`config.mk`:
```
export PLATFORM = sky130hd
export DESIGN_NAME = he_top
export DESIGN_NICKNAME = d
export VERILOG_FILES = /design/src/he_pkg.sv /design/src/he_ctrl.sv /design/src/he_top.sv /design/src/out_drain.sv /design/src/rank_lane.sv /design/src/ref_loader.sv
export SDC_FILE = /design/constraint.sdc
export NUM_CORES = 1
export LEC_CHECK = 0
export BUFFER_PORTS_ARGS = -buffer_cell sky130_fd_sc_hd__buf_2
export CORE_UTILIZATION = 29
export DETAILED_ROUTE_END_ITERATION = 8
export MAX_ROUTING_LAYER = met4
export PLACE_DENSITY_LB_ADDON = 0.1
export SYNTH_ARGS = -nofsm -noshare
export SYNTH_HDL_FRONTEND = slang
export SYNTH_SLANG_ARGS = --single-unit
```
`constraint.sdc`:
```
create_clock -name clk -period 2.9 [get_ports clk]
set_input_delay 0.58 -clock clk [delete_from_list [all_inputs] [get_ports clk]]
set_output_delay 0.58 -clock clk [all_outputs]
set_load 0.01 [all_outputs]
```
`src/he_pkg.sv`:
```
// Shared definitions for the rank-mapping engine
// Pixel and count widths, lane count, saturation limit and FSM states

package he_pkg;

	// --------------------
	// Widths and sizes
	// --------------------

	// Pixel width in bits
	localparam int PIX_W = 8;

	// Reference pixels held per burst, one rank lane each
	localparam int LANES = 8;

	// Enough bits to address any lane
	localparam int IDX_W = 3;

	// Rank counter width
	localparam int CNT_W = 8;

	// --------------------
	// Types
	// --------------------

	typedef logic [PIX_W-1:0] pix_t;
	typedef logic [CNT_W-1:0] cnt_t;
	typedef logic [IDX_W-1:0] idx_t;

	// Count stops here and holds
	localparam cnt_t CNT_MAX = cnt_t'(255);

	// Phases of one burst
	typedef enum logic [1:0] {
		// Waiting for the first pixel
		ST_IDLE  = 2'b00,
		// Filling the reference register
		ST_LOAD  = 2'b01,
		// Counting histogram samples
		ST_ACCUM = 2'b10,
		// Emitting one lane result per cycle
		ST_DRAIN = 2'b11
	} he_state_t;

endpackage

```
`src/he_ctrl.sv`:
```
// Phase controller for the rank-mapping engine
// Sequences reference loading, sample accumulation and result draining
// Outputs are decoded straight from the state and in_valid

`timescale 1ns/10ps

module he_ctrl (
	input  logic            clk,
	input  logic            rst_n,
	input  logic            in_valid,
	output logic            load_en,
	output logic            clear,
	output logic            count_en,
	output logic            drain_en,
	output he_pkg::idx_t    drain_idx
);

	// --------------------
	// State and counter
	// --------------------

	he_pkg::he_state_t state;
	he_pkg::he_state_t state_nxt;

	// Loaded references in LOAD, drained lanes in DRAIN
	he_pkg::idx_t cnt;
	he_pkg::idx_t cnt_nxt;

	always_ff @(posedge clk or negedge rst_n) begin
		if (!rst_n) begin
			state <= he_pkg::ST_IDLE;
			cnt   <= '0;
		end else begin
			state <= state_nxt;
			cnt   <= cnt_nxt;
		end
	end

	// --------------------
	// Next state and strobes
	// --------------------

	always_comb begin
		state_nxt = state;
		cnt_nxt   = cnt;
		load_en   = 1'b0;
		clear     = 1'b0;
		count_en  = 1'b0;
		drain_en  = 1'b0;

		case (state)
			he_pkg::ST_IDLE: begin
				// First pixel of a burst is reference 0
				if (in_valid) begin
					load_en   = 1'b1;
					// Old counts go away on the same edge
					clear     = 1'b1;
					cnt_nxt   = he_pkg::idx_t'(1);
					state_nxt = he_pkg::ST_LOAD;
				end
			end

			he_pkg::ST_LOAD: begin
				// Low in_valid just pauses loading
				if (in_valid) begin
					load_en = 1'b1;
					// Last lane index ends the load
					if (cnt == he_pkg::idx_t'(he_pkg::LANES - 1)) begin
						// Eighth reference taken
						cnt_nxt   = '0;
						state_nxt = he_pkg::ST_ACCUM;
					end else begin
						cnt_nxt = cnt + 1'b1;
					end
				end
			end

			he_pkg::ST_ACCUM: begin
				// Every valid pixel here is a sample
				count_en = in_valid;
				// Burst over, drain starts next cycle
				if (!in_valid) begin
					cnt_nxt   = '0;
					state_nxt = he_pkg::ST_DRAIN;
				end
			end

			he_pkg::ST_DRAIN: begin
				// in_valid ignored while results go out
				drain_en = 1'b1;
				// Last lane index ends the drain
				if (cnt == he_pkg::idx_t'(he_pkg::LANES - 1)) begin
					cnt_nxt   = '0;
					state_nxt = he_pkg::ST_IDLE;
				end else begin
					cnt_nxt = cnt + 1'b1;
				end
			end

			default: begin
				cnt_nxt   = '0;
				state_nxt = he_pkg::ST_IDLE;
			end
		endcase
	end

	// Counter doubles as the lane select
	assign drain_idx = cnt;

endmodule

```
`src/he_top.sv`:
```
// Rank-mapping engine top level
// Loads eight reference pixels, ranks the following samples against them
// and drains eight results in load order

`timescale 1ns/10ps

module he_top (
	input  logic            clk,
	input  logic            rst_n,
	input  logic            in_valid,
	input  he_pkg::pix_t    in_image,
	output logic            out_valid,
	output he_pkg::pix_t    out_image
);

	// --------------------
	// Internal wires
	// --------------------

	// Controller strobes
	logic         load_en;
	logic         clear;
	logic         count_en;
	logic         drain_en;
	he_pkg::idx_t drain_idx;

	// References out of the loader
	he_pkg::pix_t ref_pix [he_pkg::LANES];

	// Per-lane counts into the drain
	he_pkg::cnt_t rank [he_pkg::LANES];

	// --------------------
	// Control
	// --------------------

	he_ctrl u_ctrl (
		.clk       (clk),
		.rst_n     (rst_n),
		.in_valid  (in_valid),
		.load_en   (load_en),
		.clear     (clear),
		.count_en  (count_en),
		.drain_en  (drain_en),
		.drain_idx (drain_idx)
	);

	// Reference capture
	ref_loader u_loader (
		.clk      (clk),
		.rst_n    (rst_n),
		.load_en  (load_en),
		.in_image (in_image),
		.ref_pix  (ref_pix)
	);

	// --------------------
	// Rank lanes
	// --------------------

	// Same sample goes to every lane
	for (genvar g = 0; g < he_pkg::LANES; g++) begin : g_lane
		rank_lane u_lane (
			.clk      (clk),
			.rst_n    (rst_n),
			.clear    (clear),
			.count_en (count_en),
			.ref_pix  (ref_pix[g]),
			.sample   (in_image),
			.rank     (rank[g])
		);
	end

	// --------------------
	// Output
	// --------------------

	out_drain u_drain (
		.clk       (clk),
		.rst_n     (rst_n),
		.drain_en  (drain_en),
		.drain_idx (drain_idx),
		.rank      (rank),
		.out_valid (out_valid),
		.out_image (out_image)
	);

endmodule

```
`src/out_drain.sv`:
```
// Output drain
// Picks lane counts in order, subtracts one floored at zero, registers result
// out_image is held at zero outside a drain

`timescale 1ns/10ps

module out_drain (
	input  logic            clk,
	input  logic            rst_n,
	input  logic            drain_en,
	input  he_pkg::idx_t    drain_idx,
	input  he_pkg::cnt_t    rank [he_pkg::LANES],
	output logic            out_valid,
	output he_pkg::pix_t    out_image
);

	// --------------------
	// Select and decrement
	// --------------------

	he_pkg::cnt_t sel;
	he_pkg::cnt_t dec;
	he_pkg::pix_t image_nxt;

	// Lane chosen by the controller
	assign sel = rank[drain_idx];

	// Count minus one, zero stays zero
	assign dec = (sel != '0) ? sel - 1'b1 : '0;

	// Zero between drains
	assign image_nxt = drain_en ? he_pkg::pix_t'(dec) : '0;

	// --------------------
	// Output register
	// --------------------

	// One cycle after drain_en
	always_ff @(posedge clk or negedge rst_n) begin
		if (!rst_n) begin
			out_valid <= 1'b0;
			out_image <= '0;
		end else begin
			out_valid <= drain_en;
			out_image <= image_nxt;
		end
	end

endmodule

```
`src/rank_lane.sv`:
```
// Single rank lane
// Counts samples at or below the lane's reference pixel, saturating

`timescale 1ns/10ps

module rank_lane (
	input  logic            clk,
	input  logic            rst_n,
	input  logic            clear,
	input  logic            count_en,
	input  he_pkg::pix_t    ref_pix,
	input  he_pkg::pix_t    sample,
	output he_pkg::cnt_t    rank
);

	// --------------------
	// Compare and count
	// --------------------

	logic hit;
	logic inc;

	// Sample ranks at or below reference
	assign hit = (sample <= ref_pix);

	// Stop at the limit, no wrap
	assign inc = count_en && hit && (rank < he_pkg::CNT_MAX);

	always_ff @(posedge clk or negedge rst_n) begin
		if (!rst_n) begin
			rank <= '0;
		end else if (clear) begin
			// New burst wins over counting
			rank <= '0;
		end else if (inc) begin
			rank <= rank + 1'b1;
		end
	end

endmodule

```
`src/ref_loader.sv`:
```
// Reference pixel shift register
// Captures the first eight pixels of a burst, first pixel ends at index 0

`timescale 1ns/10ps

module ref_loader (
	input  logic            clk,
	input  logic            rst_n,
	input  logic            load_en,
	input  he_pkg::pix_t    in_image,
	output he_pkg::pix_t    ref_pix [he_pkg::LANES]
);

	// --------------------
	// Shift chain
	// --------------------

	// New pixel enters at the top, older ones move down
	always_ff @(posedge clk or negedge rst_n) begin
		if (!rst_n) begin
			for (int i = 0; i < he_pkg::LANES; i++) begin
				ref_pix[i] <= '0;
			end
		end else if (load_en) begin
			for (int i = 0; i < he_pkg::LANES - 1; i++) begin
				ref_pix[i] <= ref_pix[i+1];
			end
			ref_pix[he_pkg::LANES-1] <= in_image;
		end
	end

	// Holds its contents between loads
	// Drained lanes keep reading the same references

endmodule

```
==> results of run 1 <==
routing by layer:
metal / wire [um] / GRT usage (%)
met3: 342 / 2.21
met4: 213 / 4.28
met1: 10700 / 21.0
met2: 9450 / 23.2
met5: 0 / -
stage by stage:
step / hold slack [ns] / util (%)
6_report: 0.110 / 34.2
5_1_grt: 0.153 / 34.2
4_1_cts: 0.118 / 34.2
3_5_place_dp: 0.470 / 32.0
3_3_place_gp: 0.461 / 32.0
2_1_floorplan: 0.284 / -
layout make-up:
cell class,instances,share of cell area [%]
clock buffers,21,4.47
clock inverters,10,1.92
inverters,68,2.59
multi-input cells,632,46.5
flip-flops and latches,142,36.0
well taps,384,4.87
repair buffers,45,3.64
kinds of logic (layout without fill, tap and decap cells):
kind of cell	after synthesis	in the layout	share of synthesized area, %
adder cells (fa/ha/maj)	80	80	11.7
AND/OR/NAND/NOR	314	314	17.9
buffers and inverters	96	144	4.96
XOR/XNOR	34	34	3.48
AO/OA/AOI/OAI	153	153	10.8
multiplexers	51	51	9.50
flip-flops	142	142	41.6
sequential cells by signal, indices dropped and copies added (netlist names):
name                count
g_lane.u_lane.rank     64
u_ctrl.drain_idx        3
u_loader.ref_pix       64
u_drain.out_valid       1
u_ctrl.state            2
u_drain.out_image       8
path summary, 6_finish.rpt:
kind	startpoint	endpoint	slack (ns)	cells after the start
setup / recovery	u_ctrl.drain_idx[2]	u_drain.out_image[6]	0.46	6
hold / removal	rst_n	u_loader.ref_pix[9]	0.11	1
setup reg to reg	u_ctrl.drain_idx[2]	u_drain.out_image[6]	0.46	6
hold reg to reg	u_loader.ref_pix[53]	u_loader.ref_pix[53]	0.48	2
max in group asynchronous	rst_n	g_lane[2].u_lane.rank[0]	1.98	2
min in group clk	u_loader.ref_pix[53]	u_loader.ref_pix[53]	0.48	2
power breakdown:
group	switching [W]	internal, W
clock	0.000861	0.00153
combinational	0.00184	0.00138
sequential	0.000410	0.00251
worst max-delay path, delay by kind of cell, from the launching register on:
kind	cells	cell delay (ns)
fa+ha+maj	1	0.19
compound gates	1	0.34
flops	1	0.82
mux	2	0.78
simple gates	2	0.18
cell usage in the layout, fill, tap and decap left out, types with 8 or more instances in the layout:
master and instances:
sky130_fd_sc_hd__nand2b_1 13, sky130_fd_sc_hd__mux2_2 17, sky130_fd_sc_hd__clkbuf_16 17, sky130_fd_sc_hd__nand4_1 30
sky130_fd_sc_hd__a21oi_1 27, sky130_fd_sc_hd__buf_2 18, sky130_fd_sc_hd__o21ai_1 18, sky130_fd_sc_hd__mux2i_1 11
sky130_fd_sc_hd__a31o_1 13, sky130_fd_sc_hd__inv_1 68, sky130_fd_sc_hd__nor2b_1 9, sky130_fd_sc_hd__mux4_2 11
sky130_fd_sc_hd__and3_1 26, sky130_fd_sc_hd__nand3_1 14, sky130_fd_sc_hd__nor3_1 20, sky130_fd_sc_hd__dfrtp_1 142
sky130_fd_sc_hd__o21ai_0 52, sky130_fd_sc_hd__xnor2_1 32, sky130_fd_sc_hd__a21o_1 16, sky130_fd_sc_hd__nand2_1 109
sky130_fd_sc_hd__nor2_1 71, sky130_fd_sc_hd__buf_4 21, sky130_fd_sc_hd__nor4_1 8, sky130_fd_sc_hd__ha_1 80
==> run_results.csv, run 1 <==
group,metric,value,unit
synth,count_of_different_cell_masters_after_synthesis,48,
critical_path,cp_data_required_time,3.19,ns
power_and_ir_drop,power_density,865,mW/mm^2
synth,number_of_enable_type_register_cells_in_the_synthesized_netlist,0,
power_and_ir_drop,vdd_drop_max,0.000376,V
cts,clock_latency,0.42,ns
status,result_of_the_run,"complete, no violations",
synth,postSynthAreaPerCell,9.82,um^2
cts,cts_hold_buf,0,
finish,instances_no_fill,1302,
cts,cts_post_setup_buffers_inserted,0,
detailed_routing,detailroute.via_count,6114,
synth,synth_area,0.00855,mm^2
finish,antenna_cells,0,
timing,finalHoldViolCount,0,
placed_design,place_area,0.00923,mm^2
timing,rsz0062_at_grt,"false",
synth,netlist_top_cells_area,"sky130_fd_sc_hd__dfrtp_1 (42%), sky130_fd_sc_hd__ha_1 (12%), sky130_fd_sc_hd__nand2_1 (4.8%), sky130_fd_sc_hd__xnor2_1 (3.3%), sky130_fd_sc_hd__nor2_1 (3.1%)",
timing,timing_worst_slew_pin_value,0.744,ns
critical_path,start_kind,"flop",
cts,cts_buffers,17,
floorplan,io-pin-count,20,
min_path,worst_hold_path_type,"in -> async",
global_route,grt_first_pass_wirelength,35000,um
run,max-cap-violations,0,
critical_path,cp_capture_type,"flop",
critical_path,timing.critical_path.slowest_stage_cell,"sky130_fd_sc_hd__dfrtp_1",
cts,ctsLongestPathBuffers,2,
cts,cts_h_tree_lvls,4,
finish,sequential_cell_area,0.00355,mm^2
synth,yosys_warnings,0,
timing,postLayoutSetupSlackWorst,0.460,ns
synth,synthesis.nets,961,
synth,dominantRegCellSynth,"sky130_fd_sc_hd__dfrtp_1",
synth,synth.largest_area_cell,"sky130_fd_sc_hd__dfrtp_1",
cts,worst_setup_hold_path_clk_slew,0.06,ns
timing,max-slew-margin-rel,50.4,%
floorplan,floorplan.die_area,0.0302,mm^2
detailed_routing,routed_wl,20700,um
placed_design,port_buffers,19,
critical_path,ws_path_type,"reg -> reg",
detailed_routing,detail_route.vias_per_cell,4.70,
finish,final_cell_area,0.00986,mm^2
global_route,gr-usage-all-layers,15.3,%
floorplan,die_height,174,um
power_and_ir_drop,power.static_leakage,4.63,nW
placed_design,post-place-cells,1271,
critical_path,timing.critical_path.fanout_max,18,
global_route,antenna_found_initial,0,
synth,seq_area_frac_synth,41.6,%
global_route,pin_count_of_the_biggest_net_entering_global_routing,115,
placed_design,gp_congestion,0.741,
critical_path,cell_by_cell_listing_of_the_critical_path,"mux4_1 > mux2i_4 > ha_1 > nand2_1 > o31ai_4 > nor2_1",
placed_design,detailed_place_hpwl,15200,um
detailed_routing,postRouteAntennaNets,0,
floorplan,rows,62,
synth,ys_ff_latch,142,
finish,nNetsFinal,997,
finish,fraction_of_layout_cells_with_a_size_suffix_above_1,13.2,%
detailed_routing,drc_errors,0,
cts,clock_sink_count,142,
critical_path,critPathArrivalTime,2.73,ns
detailed_routing,routed_wire_length_per_instance,15.9,um
timing,slew_viol_final,0,
timing,period_needed,2.44,ns
floorplan,placeableCoreArea,0.0289,mm^2
cts,cts_repair_resize_count,0,
detailed_routing,drtIter0Drc,244,
power_and_ir_drop,total_power,0.00853,W
synth,syn_inst,870,
global_route,grt_pass1_vias,6383,
cts,clock_tree.root_cell,"sky130_fd_sc_hd__clkbuf_16",
critical_path,timing.critical_path.slowest_cell_delay,0.82,ns
detailed_routing,drtPass1Iterations,4,
synth,yosys-top-cells-count,"sky130_fd_sc_hd__dfrtp_1 (142), sky130_fd_sc_hd__nand2_1 (109), sky130_fd_sc_hd__ha_1 (80)",
timing,setup_violations,0,
placed_design,placement.setup.worst_slack,0.159,ns
synth,synthMostInstantiatedCell,"sky130_fd_sc_hd__dfrtp_1",
finish,areaGrowthSynthToFinish,15.4,%
synth,post_synth_top_area_share,41.6,%
timing,clock.fmax,410,MHz
timing,min_period_over_period,84.1,%
global_route,grt_remaining_overflow,0,
timing,final.setup.tns,0,ns
finish,multi_input_gate_area,0.00458,mm^2
finish,layout.filler_cells,3020,
floorplan,initial_cell_density_of_the_core,29.6,%
synth,post_synth_arst_share,100,%
floorplan,die_width,174,um
timing,timing.clock.skew,0.0122,ns
cts,cts_tree,"built",
Power figures use the tool's default switching activity.
==> inputs of run 2 (changes only) <==
==> constraint.sdc (replaced) <==
create_clock -name clk -period 2.5 [get_ports clk]
set_input_delay 0.5 -clock clk [delete_from_list [all_inputs] [get_ports clk]]
set_output_delay 0.5 -clock clk [all_outputs]
set_load 0.01 [all_outputs]
==> run 2 against run 1 <==
Net effect: combinational power rose by 22%; register-to-register slack got worse by 0.24 ns; clock power rose by 7%; routed wire length rose by 1.9%; critical path type unchanged; largest cell class unchanged.
==> run_results.csv, run 2 (synthesized netlist as in run 1, its figures left out) <==
group,metric,value,unit
status,result_of_the_run,"complete, no violations",
finish,areaGrowthSynthToFinish,18.1,%
finish,fraction_of_layout_cells_with_a_size_suffix_above_1,16.5,%
timing,timing.clock.skew,0.0111,ns
detailed_routing,drc_errors,0,
global_route,grt_first_pass_wirelength,35200,um
critical_path,worst-path-buf-inv,1,
placed_design,port_buffers,19,
placed_design,detailed_place_hpwl,15600,um
detailed_routing,detailroute.via_count,6264,
detailed_routing,drtPass1Iterations,4,
floorplan,die_width,174,um
finish,antenna_cells,0,
critical_path,cp_capture_type,"flop",
detailed_routing,detail_route.vias_per_cell,4.69,
finish,instances_no_fill,1335,
critical_path,cell_by_cell_listing_of_the_critical_path,"buf_12 > mux4_1 > mux2i_4 > ha_1 > nand2_1 > o31ai_4 > nor2_1",
cts,clock_tree.root_cell,"sky130_fd_sc_hd__clkbuf_16",
power_and_ir_drop,power.internal,0.00615,W
finish,largestRegisters,"g_lane.u_lane.rank (64), u_loader.ref_pix (64), u_drain.out_image (8)",
timing,clock.fmax,439,MHz
global_route,antenna_found_initial,0,
finish,layout.cells.most_common_list,"sky130_fd_sc_hd__dfrtp_1 (141), sky130_fd_sc_hd__nand2_1 (109), sky130_fd_sc_hd__ha_1 (80)",
critical_path,reg2reg_setup_slack,0.22,ns
cts,cts_post_setup_buffers_inserted,0,
finish,final_cell_area,0.0101,mm^2
timing,period_needed,2.28,ns
floorplan,die_height,174,um
global_route,grt_remaining_overflow,0,
critical_path,timing.critical_path.slowest_cell_delay,0.65,ns
timing,rsz0062_at_grt,"false",
timing,max-slew-margin-rel,46.9,%
power_and_ir_drop,share_seq_of_total_power,34.1,%
run,max-cap-violations,0,
critical_path,timing.critical_path.fanout_max,19,
cts,cts_h_tree_lvls,4,
critical_path,critical_path_cell_count,7,
floorplan,io-pin-count,20,
floorplan,initial_cell_density_of_the_core,29.6,%
min_path,worst_hold_path_type,"in -> reg",
timing,slew_viol_final,0,
cts,ctsLongestPathBuffers,2,
placed_design,post-place-cells,1303,
finish,layout.filler_cells,2957,
detailed_routing,routed_wl,21100,um
timing,setup_violations,0,
power_and_ir_drop,vdd_drop_max,0.000484,V
cts,cts_buffers,17,
power_and_ir_drop,power.share.clock,25.9,%
critical_path,ff2ff_path_depth,7,
finish,nNetsFinal,1030,
critical_path,critPathArrivalTime,2.57,ns
power_and_ir_drop,power_switching,0.00372,W
critical_path,cp_data_required_time,2.80,ns
cts,clock_latency,0.43,ns
finish,most_common_cell_after_layout_fill_and_taps_aside,"sky130_fd_sc_hd__dfrtp_1",
timing,finalHoldViolCount,0,
power_and_ir_drop,power.share.switching,37.7,%
critical_path,ws_path_type,"reg -> reg",
critical_path,start_kind,"flop",
power_and_ir_drop,power.static_leakage,4.78,nW
detailed_routing,routed_wire_length_per_instance,15.8,um
cts,clock_sink_count,142,
critical_path,critPathTopFamily,"multiplexers",
detailed_routing,postRouteAntennaNets,0,
floorplan,placeableCoreArea,0.0289,mm^2
floorplan,rows,62,
global_route,grt_pass1_vias,6401,
global_route,gr-usage-all-layers,15.5,%
min_path,hold_path_depth,2,
placed_design,gp_congestion,0.739,
timing,min_period_over_period,91.1,%
detailed_routing,drtIter0Drc,343,
power_and_ir_drop,power.combinational.fraction,40.0,%
floorplan,floorplan.die_area,0.0302,mm^2
power_and_ir_drop,power_density,978,mW/mm^2
critical_path,timing.critical_path.slowest_stage_cell,"sky130_fd_sc_hd__mux4_1",
cts,cts_tree,"built",
placed_design,place_area,0.00951,mm^2
timing,timing_worst_slew_pin_value,0.791,ns
global_route,pin_count_of_the_biggest_net_entering_global_routing,115,
cts,worst_setup_hold_path_clk_slew,0.07,ns
[run 2: cell count changes in the layout (fill, tap and decap cells not counted), sizes merged]
cell         change
dlygate4sd3      +1
buf             +32
inv              +1
clkinvlp         +2
clkbuf           -3
bufinv           -3
clkinv           +3
[run 2: routing by layer]
layer | GRT usage [%] | up-vias | part of all wire (%) | wire, um
met2 | 24.0 | 54 | 46 | 9650
met3 | 2.52 | 23 | 2.7 | 575
li1 | - | 3186 | - | -
met5 | - | - | 0 | 0
met1 | 20.5 | 3001 | 50 | 10500
met4 | 5.23 | 0 | 1.8 | 378
[run 2: layout make-up]
type                       count  area [um^2]  area share [%]
clock inverter                13          144            1.43
sequential                   142         3550            35.2
inverter                      68          255            2.53
tap                          384          480            4.76
timing repair buffer          78          647            6.41
clock buffer                  18          429            4.25
multi-input combinational    632         4580            45.4
[run 2: path summary, 6_finish.rpt]
check | startpoint | to
min in group asynchronous | rst_n | u_loader.ref_pix[5]
max in group asynchronous | rst_n | u_ctrl.drain_idx[2]
max | u_ctrl.drain_idx[0] | u_drain.out_image[3]
min reg2reg | u_loader.ref_pix[34] | u_loader.ref_pix[34]
max reg2reg | u_ctrl.drain_idx[0] | u_drain.out_image[3]
min | in_image[1] | u_loader.ref_pix[1]
[run 2: worst reg2reg max path: stages, from the launching register on]
cell and delay (ns):
sky130_fd_sc_hd__dfrtp_1 0.37, sky130_fd_sc_hd__buf_12 0.19, sky130_fd_sc_hd__mux4_1 0.66, sky130_fd_sc_hd__mux2i_4 0.24, sky130_fd_sc_hd__ha_1 0.18, sky130_fd_sc_hd__nand2_1 0.08
sky130_fd_sc_hd__o31ai_4 0.32, sky130_fd_sc_hd__nor2_1 0.09
[run 2: power groups by stage]
stage / logic (W) / registers (W) / clock network, W
finish: 0.00394 / 0.00336 / 0.00256
global route: 0.00458 / 0.00346 / 0.00272
CTS: 0.00404 / 0.00337 / 0.00264
detailed placement: 0.00403 / 0.00341 / 0
global placement: 0.00402 / 0.00341 / 0
floorplan: 0.00298 / 0.00325 / 0
[run 2: through the flow]
stage | utilization (%) | setup WS, ns | setup TNS, ns | power, W | hold WS [ns]
3_5_place_dp | 32.9 | -0.129 | -1.43 | 0.00744 | 0.448
3_3_place_gp | 32.9 | -0.106 | -1.09 | 0.00742 | 0.448
6_report | 35.0 | 0.223 | 0 | 0.00987 | 0.450
5_1_grt | 35.0 | 0.0220 | 0 | 0.0108 | 0.463
2_1_floorplan | - | 0.308 | 0 | 0.00623 | 0.204
4_1_cts | 35.0 | 0.171 | 0 | 0.0101 | 0.445
[run 2: timing repair]
item	4_1_cts	5_1_grt
gates resized for setup	0	1
setup endpoints to repair	0	6
hold buffers	1	0
endpoints found under the hold margin	36	0
==> inputs of run 3 (changes only) <==
--- a/config.mk
+++ b/config.mk
@@ -6,6 +6,8 @@
 export NUM_CORES = 1
 export LEC_CHECK = 0
 export BUFFER_PORTS_ARGS = -buffer_cell sky130_fd_sc_hd__buf_2
+export CELL_PAD_IN_SITES_DETAIL_PLACEMENT = 0
+export CELL_PAD_IN_SITES_GLOBAL_PLACEMENT = 1
 export CORE_UTILIZATION = 29
 export DETAILED_ROUTE_END_ITERATION = 8
 export MAX_ROUTING_LAYER = met4
==> run 3 against run 2 <==
Net effect: power is 0.55% lower; critical endpoint is now g_lane[3].u_lane.rank[0]; routed wire length is 3.9% higher; setup slack better by 0.016 ns; combinational power is 1% higher; clock-buffer cell count stayed put; sequential power hardly changed; non-clock buffer count is 6 lower.
==> run_results.csv, run 3 (synthesized netlist as in run 1, its figures left out) <==
group,metric,value,unit
cts,cts_buffers,17,
detailed_routing,detail_route.vias_per_cell,4.71,
cts,clock_sink_count,142,
timing,clock.fmax,442,MHz
timing,min_period_over_period,90.4,%
global_route,grt_remaining_overflow,0,
placed_design,placement.setup.worst_slack,-0.200,ns
power_and_ir_drop,vdd_drop_max,0.000459,V
critical_path,cell_by_cell_listing_of_the_critical_path,"inv_1 > ha_1 > a21o_1 > a21o_1 > a21oi_1 > nor2_1 > nor3b_2 > buf_4 > xnor2_1 > nor2_1",
floorplan,rows,62,
finish,most_common_cell_after_layout_fill_and_taps_aside,"sky130_fd_sc_hd__dfrtp_1",
timing,slew_viol_final,0,
power_and_ir_drop,power.share.clock,25.3,%
detailed_routing,postRouteAntennaNets,0,
timing,setup_violations,0,
timing,postLayoutSetupSlackWorst,0.239,ns
finish,layout.filler_cells,3045,
detailed_routing,detailroute.via_count,6270,
power_and_ir_drop,power.combinational.fraction,40.6,%
critical_path,timing.critical_path.fanout_max,5,
finish,layout.cells.most_common_list,"sky130_fd_sc_hd__dfrtp_1 (142), sky130_fd_sc_hd__nand2_1 (108), sky130_fd_sc_hd__ha_1 (80)",
critical_path,ws_path_type,"reg -> reg",
detailed_routing,routed_wire_length_per_instance,16.5,um
cts,worst_setup_hold_path_clk_slew,0.07,ns
status,result_of_the_run,"complete, no violations",
critical_path,start_kind,"flop",
floorplan,die_width,174,um
global_route,pin_count_of_the_biggest_net_entering_global_routing,100,
global_route,grt_first_pass_wirelength,36500,um
cts,cts_tree,"built",
critical_path,critPathArrivalTime,2.57,ns
floorplan,io-pin-count,20,
power_and_ir_drop,power.internal,0.00603,W
cts,clock_latency,0.44,ns
power_and_ir_drop,power.static_leakage,4.73,nW
timing,finalHoldViolCount,0,
cts,cts_h_tree_lvls,4,
timing,period_needed,2.26,ns
finish,multi_input_gate_area,0.00459,mm^2
timing,timing_worst_slew_pin_value,0.674,ns
floorplan,floorplan.die_area,0.0302,mm^2
global_route,grt_pass1_vias,6348,
floorplan,die_height,174,um
power_and_ir_drop,power.share.switching,38.6,%
finish,instances_no_fill,1330,
power_and_ir_drop,power_switching,0.00378,W
timing,hold-worst-slack,0.406,ns
detailed_routing,routed_wl,21900,um
detailed_routing,drtPass1Iterations,4,
finish,largestRegisters,"g_lane.u_lane.rank (64), u_loader.ref_pix (64), u_drain.out_image (8)",
finish,areaGrowthSynthToFinish,17.4,%
timing,max-slew-margin-rel,54.8,%
finish,nNetsFinal,1024,
placed_design,post-place-cells,1297,
floorplan,initial_cell_density_of_the_core,29.6,%
placed_design,port_buffers,19,
critical_path,timing.critical_path.slowest_stage_cell,"sky130_fd_sc_hd__dfrtp_1",
critical_path,timing.critical_path.slowest_cell_delay,0.38,ns
power_and_ir_drop,total_power,0.00981,W
power_and_ir_drop,share_seq_of_total_power,34.1,%
timing,timing.clock.skew,0.0127,ns
detailed_routing,drtIter0Drc,239,
floorplan,placeableCoreArea,0.0289,mm^2
timing,rsz0062_at_grt,"false",
placed_design,gp_congestion,0.753,
min_path,hold_path_depth,2,
finish,antenna_cells,0,
global_route,antenna_found_initial,0,
detailed_routing,drc_errors,0,
cts,cts_post_setup_buffers_inserted,0,
critical_path,cp_capture_type,"flop",
placed_design,detailed_place_hpwl,15900,um
cts,clock_tree.root_cell,"sky130_fd_sc_hd__clkbuf_16",
power_and_ir_drop,power_density,978,mW/mm^2
critical_path,cp_data_required_time,2.81,ns
critical_path,ff2ff_path_depth,10,
min_path,worst_hold_path_type,"in -> reg",
global_route,gr-usage-all-layers,16.2,%
run,max-cap-violations,0,
cts,ctsLongestPathBuffers,2,
finish,fraction_of_layout_cells_with_a_size_suffix_above_1,16.2,%
finish,sequential_cell_area,0.00355,mm^2
[run 3: final cells by class]
type	count	area share [%]
Sequential cell	142	35.4
Clock inverter	14	1.21
Timing Repair Buffer	72	6.00
Inverter	68	2.54
Multi-Input combinational cell	632	45.8
Clock buffer	18	4.28
Tap cell	384	4.79
[run 3: power by group through the flow]
stage          sequential [W]  combinational (W)  clock (W)
4_1_cts               0.00336            0.00409    0.00256
6_report              0.00335            0.00399    0.00248
3_3_place_gp          0.00338            0.00406          0
2_1_floorplan         0.00325            0.00298          0
5_1_grt               0.00344            0.00462    0.00265
3_5_place_dp          0.00339            0.00407          0
[run 3: worst paths after layout]
check                                          start                        to  slack (ns)
worst max-delay path            u_loader.ref_pix[37]  g_lane[3].u_lane.rank[0]        0.24
worst min-delay path                     in_image[7]       u_loader.ref_pix[7]        0.41
worst max register to register  u_loader.ref_pix[37]  g_lane[3].u_lane.rank[0]        0.24
worst min register to register  u_loader.ref_pix[12]      u_loader.ref_pix[12]        0.48
max in group asynchronous                      rst_n  g_lane[0].u_lane.rank[3]        1.27
min in group asynchronous                      rst_n       u_loader.ref_pix[1]        0.55
[run 3: per-stage QoR]
step                      area (um^2)  setup TNS, ns  utilization (%)
final                           10000              0             34.8
after global routing            10000              0             34.8
after CTS                       10000              0             34.7
after detailed placement         9470          -2.78             32.8
after global placement           9470          -2.34             32.8
after floorplan                  8550              0                -
[run 3: timing repair]
item | 4_1_cts | 5_1_grt
hold buffers | 1 | 0
endpoints found under the hold margin | 6 | 0
gates resized for setup | 0 | 1
endpoints found under the setup margin | 0 | 1
[run 3: worst max-delay path: cells and delay by family, from the launching register on]
| kind | cells | cell delay, ns |
|---|---|---|
| flops | 1 | 0.38 |
| xor+xnor | 1 | 0.11 |
| simple gates | 3 | 0.53 |
| fa+ha+maj | 1 | 0.24 |
| buf+inv | 2 | 0.24 |
| compound gates | 3 | 0.65 |
[run 3: per-layer routing]
layer | up-vias | global-route usage (%) | wire [um] | part of all wire (%)
met5 | - | - | 0 | 0
met4 | 0 | 4.61 | 194 | 0.88
met2 | 52 | 23.7 | 9660 | 44
met1 | 3026 | 23.0 | 11700 | 53
met3 | 9 | 2.48 | 410 | 1.9
li1 | 3183 | - | - | -
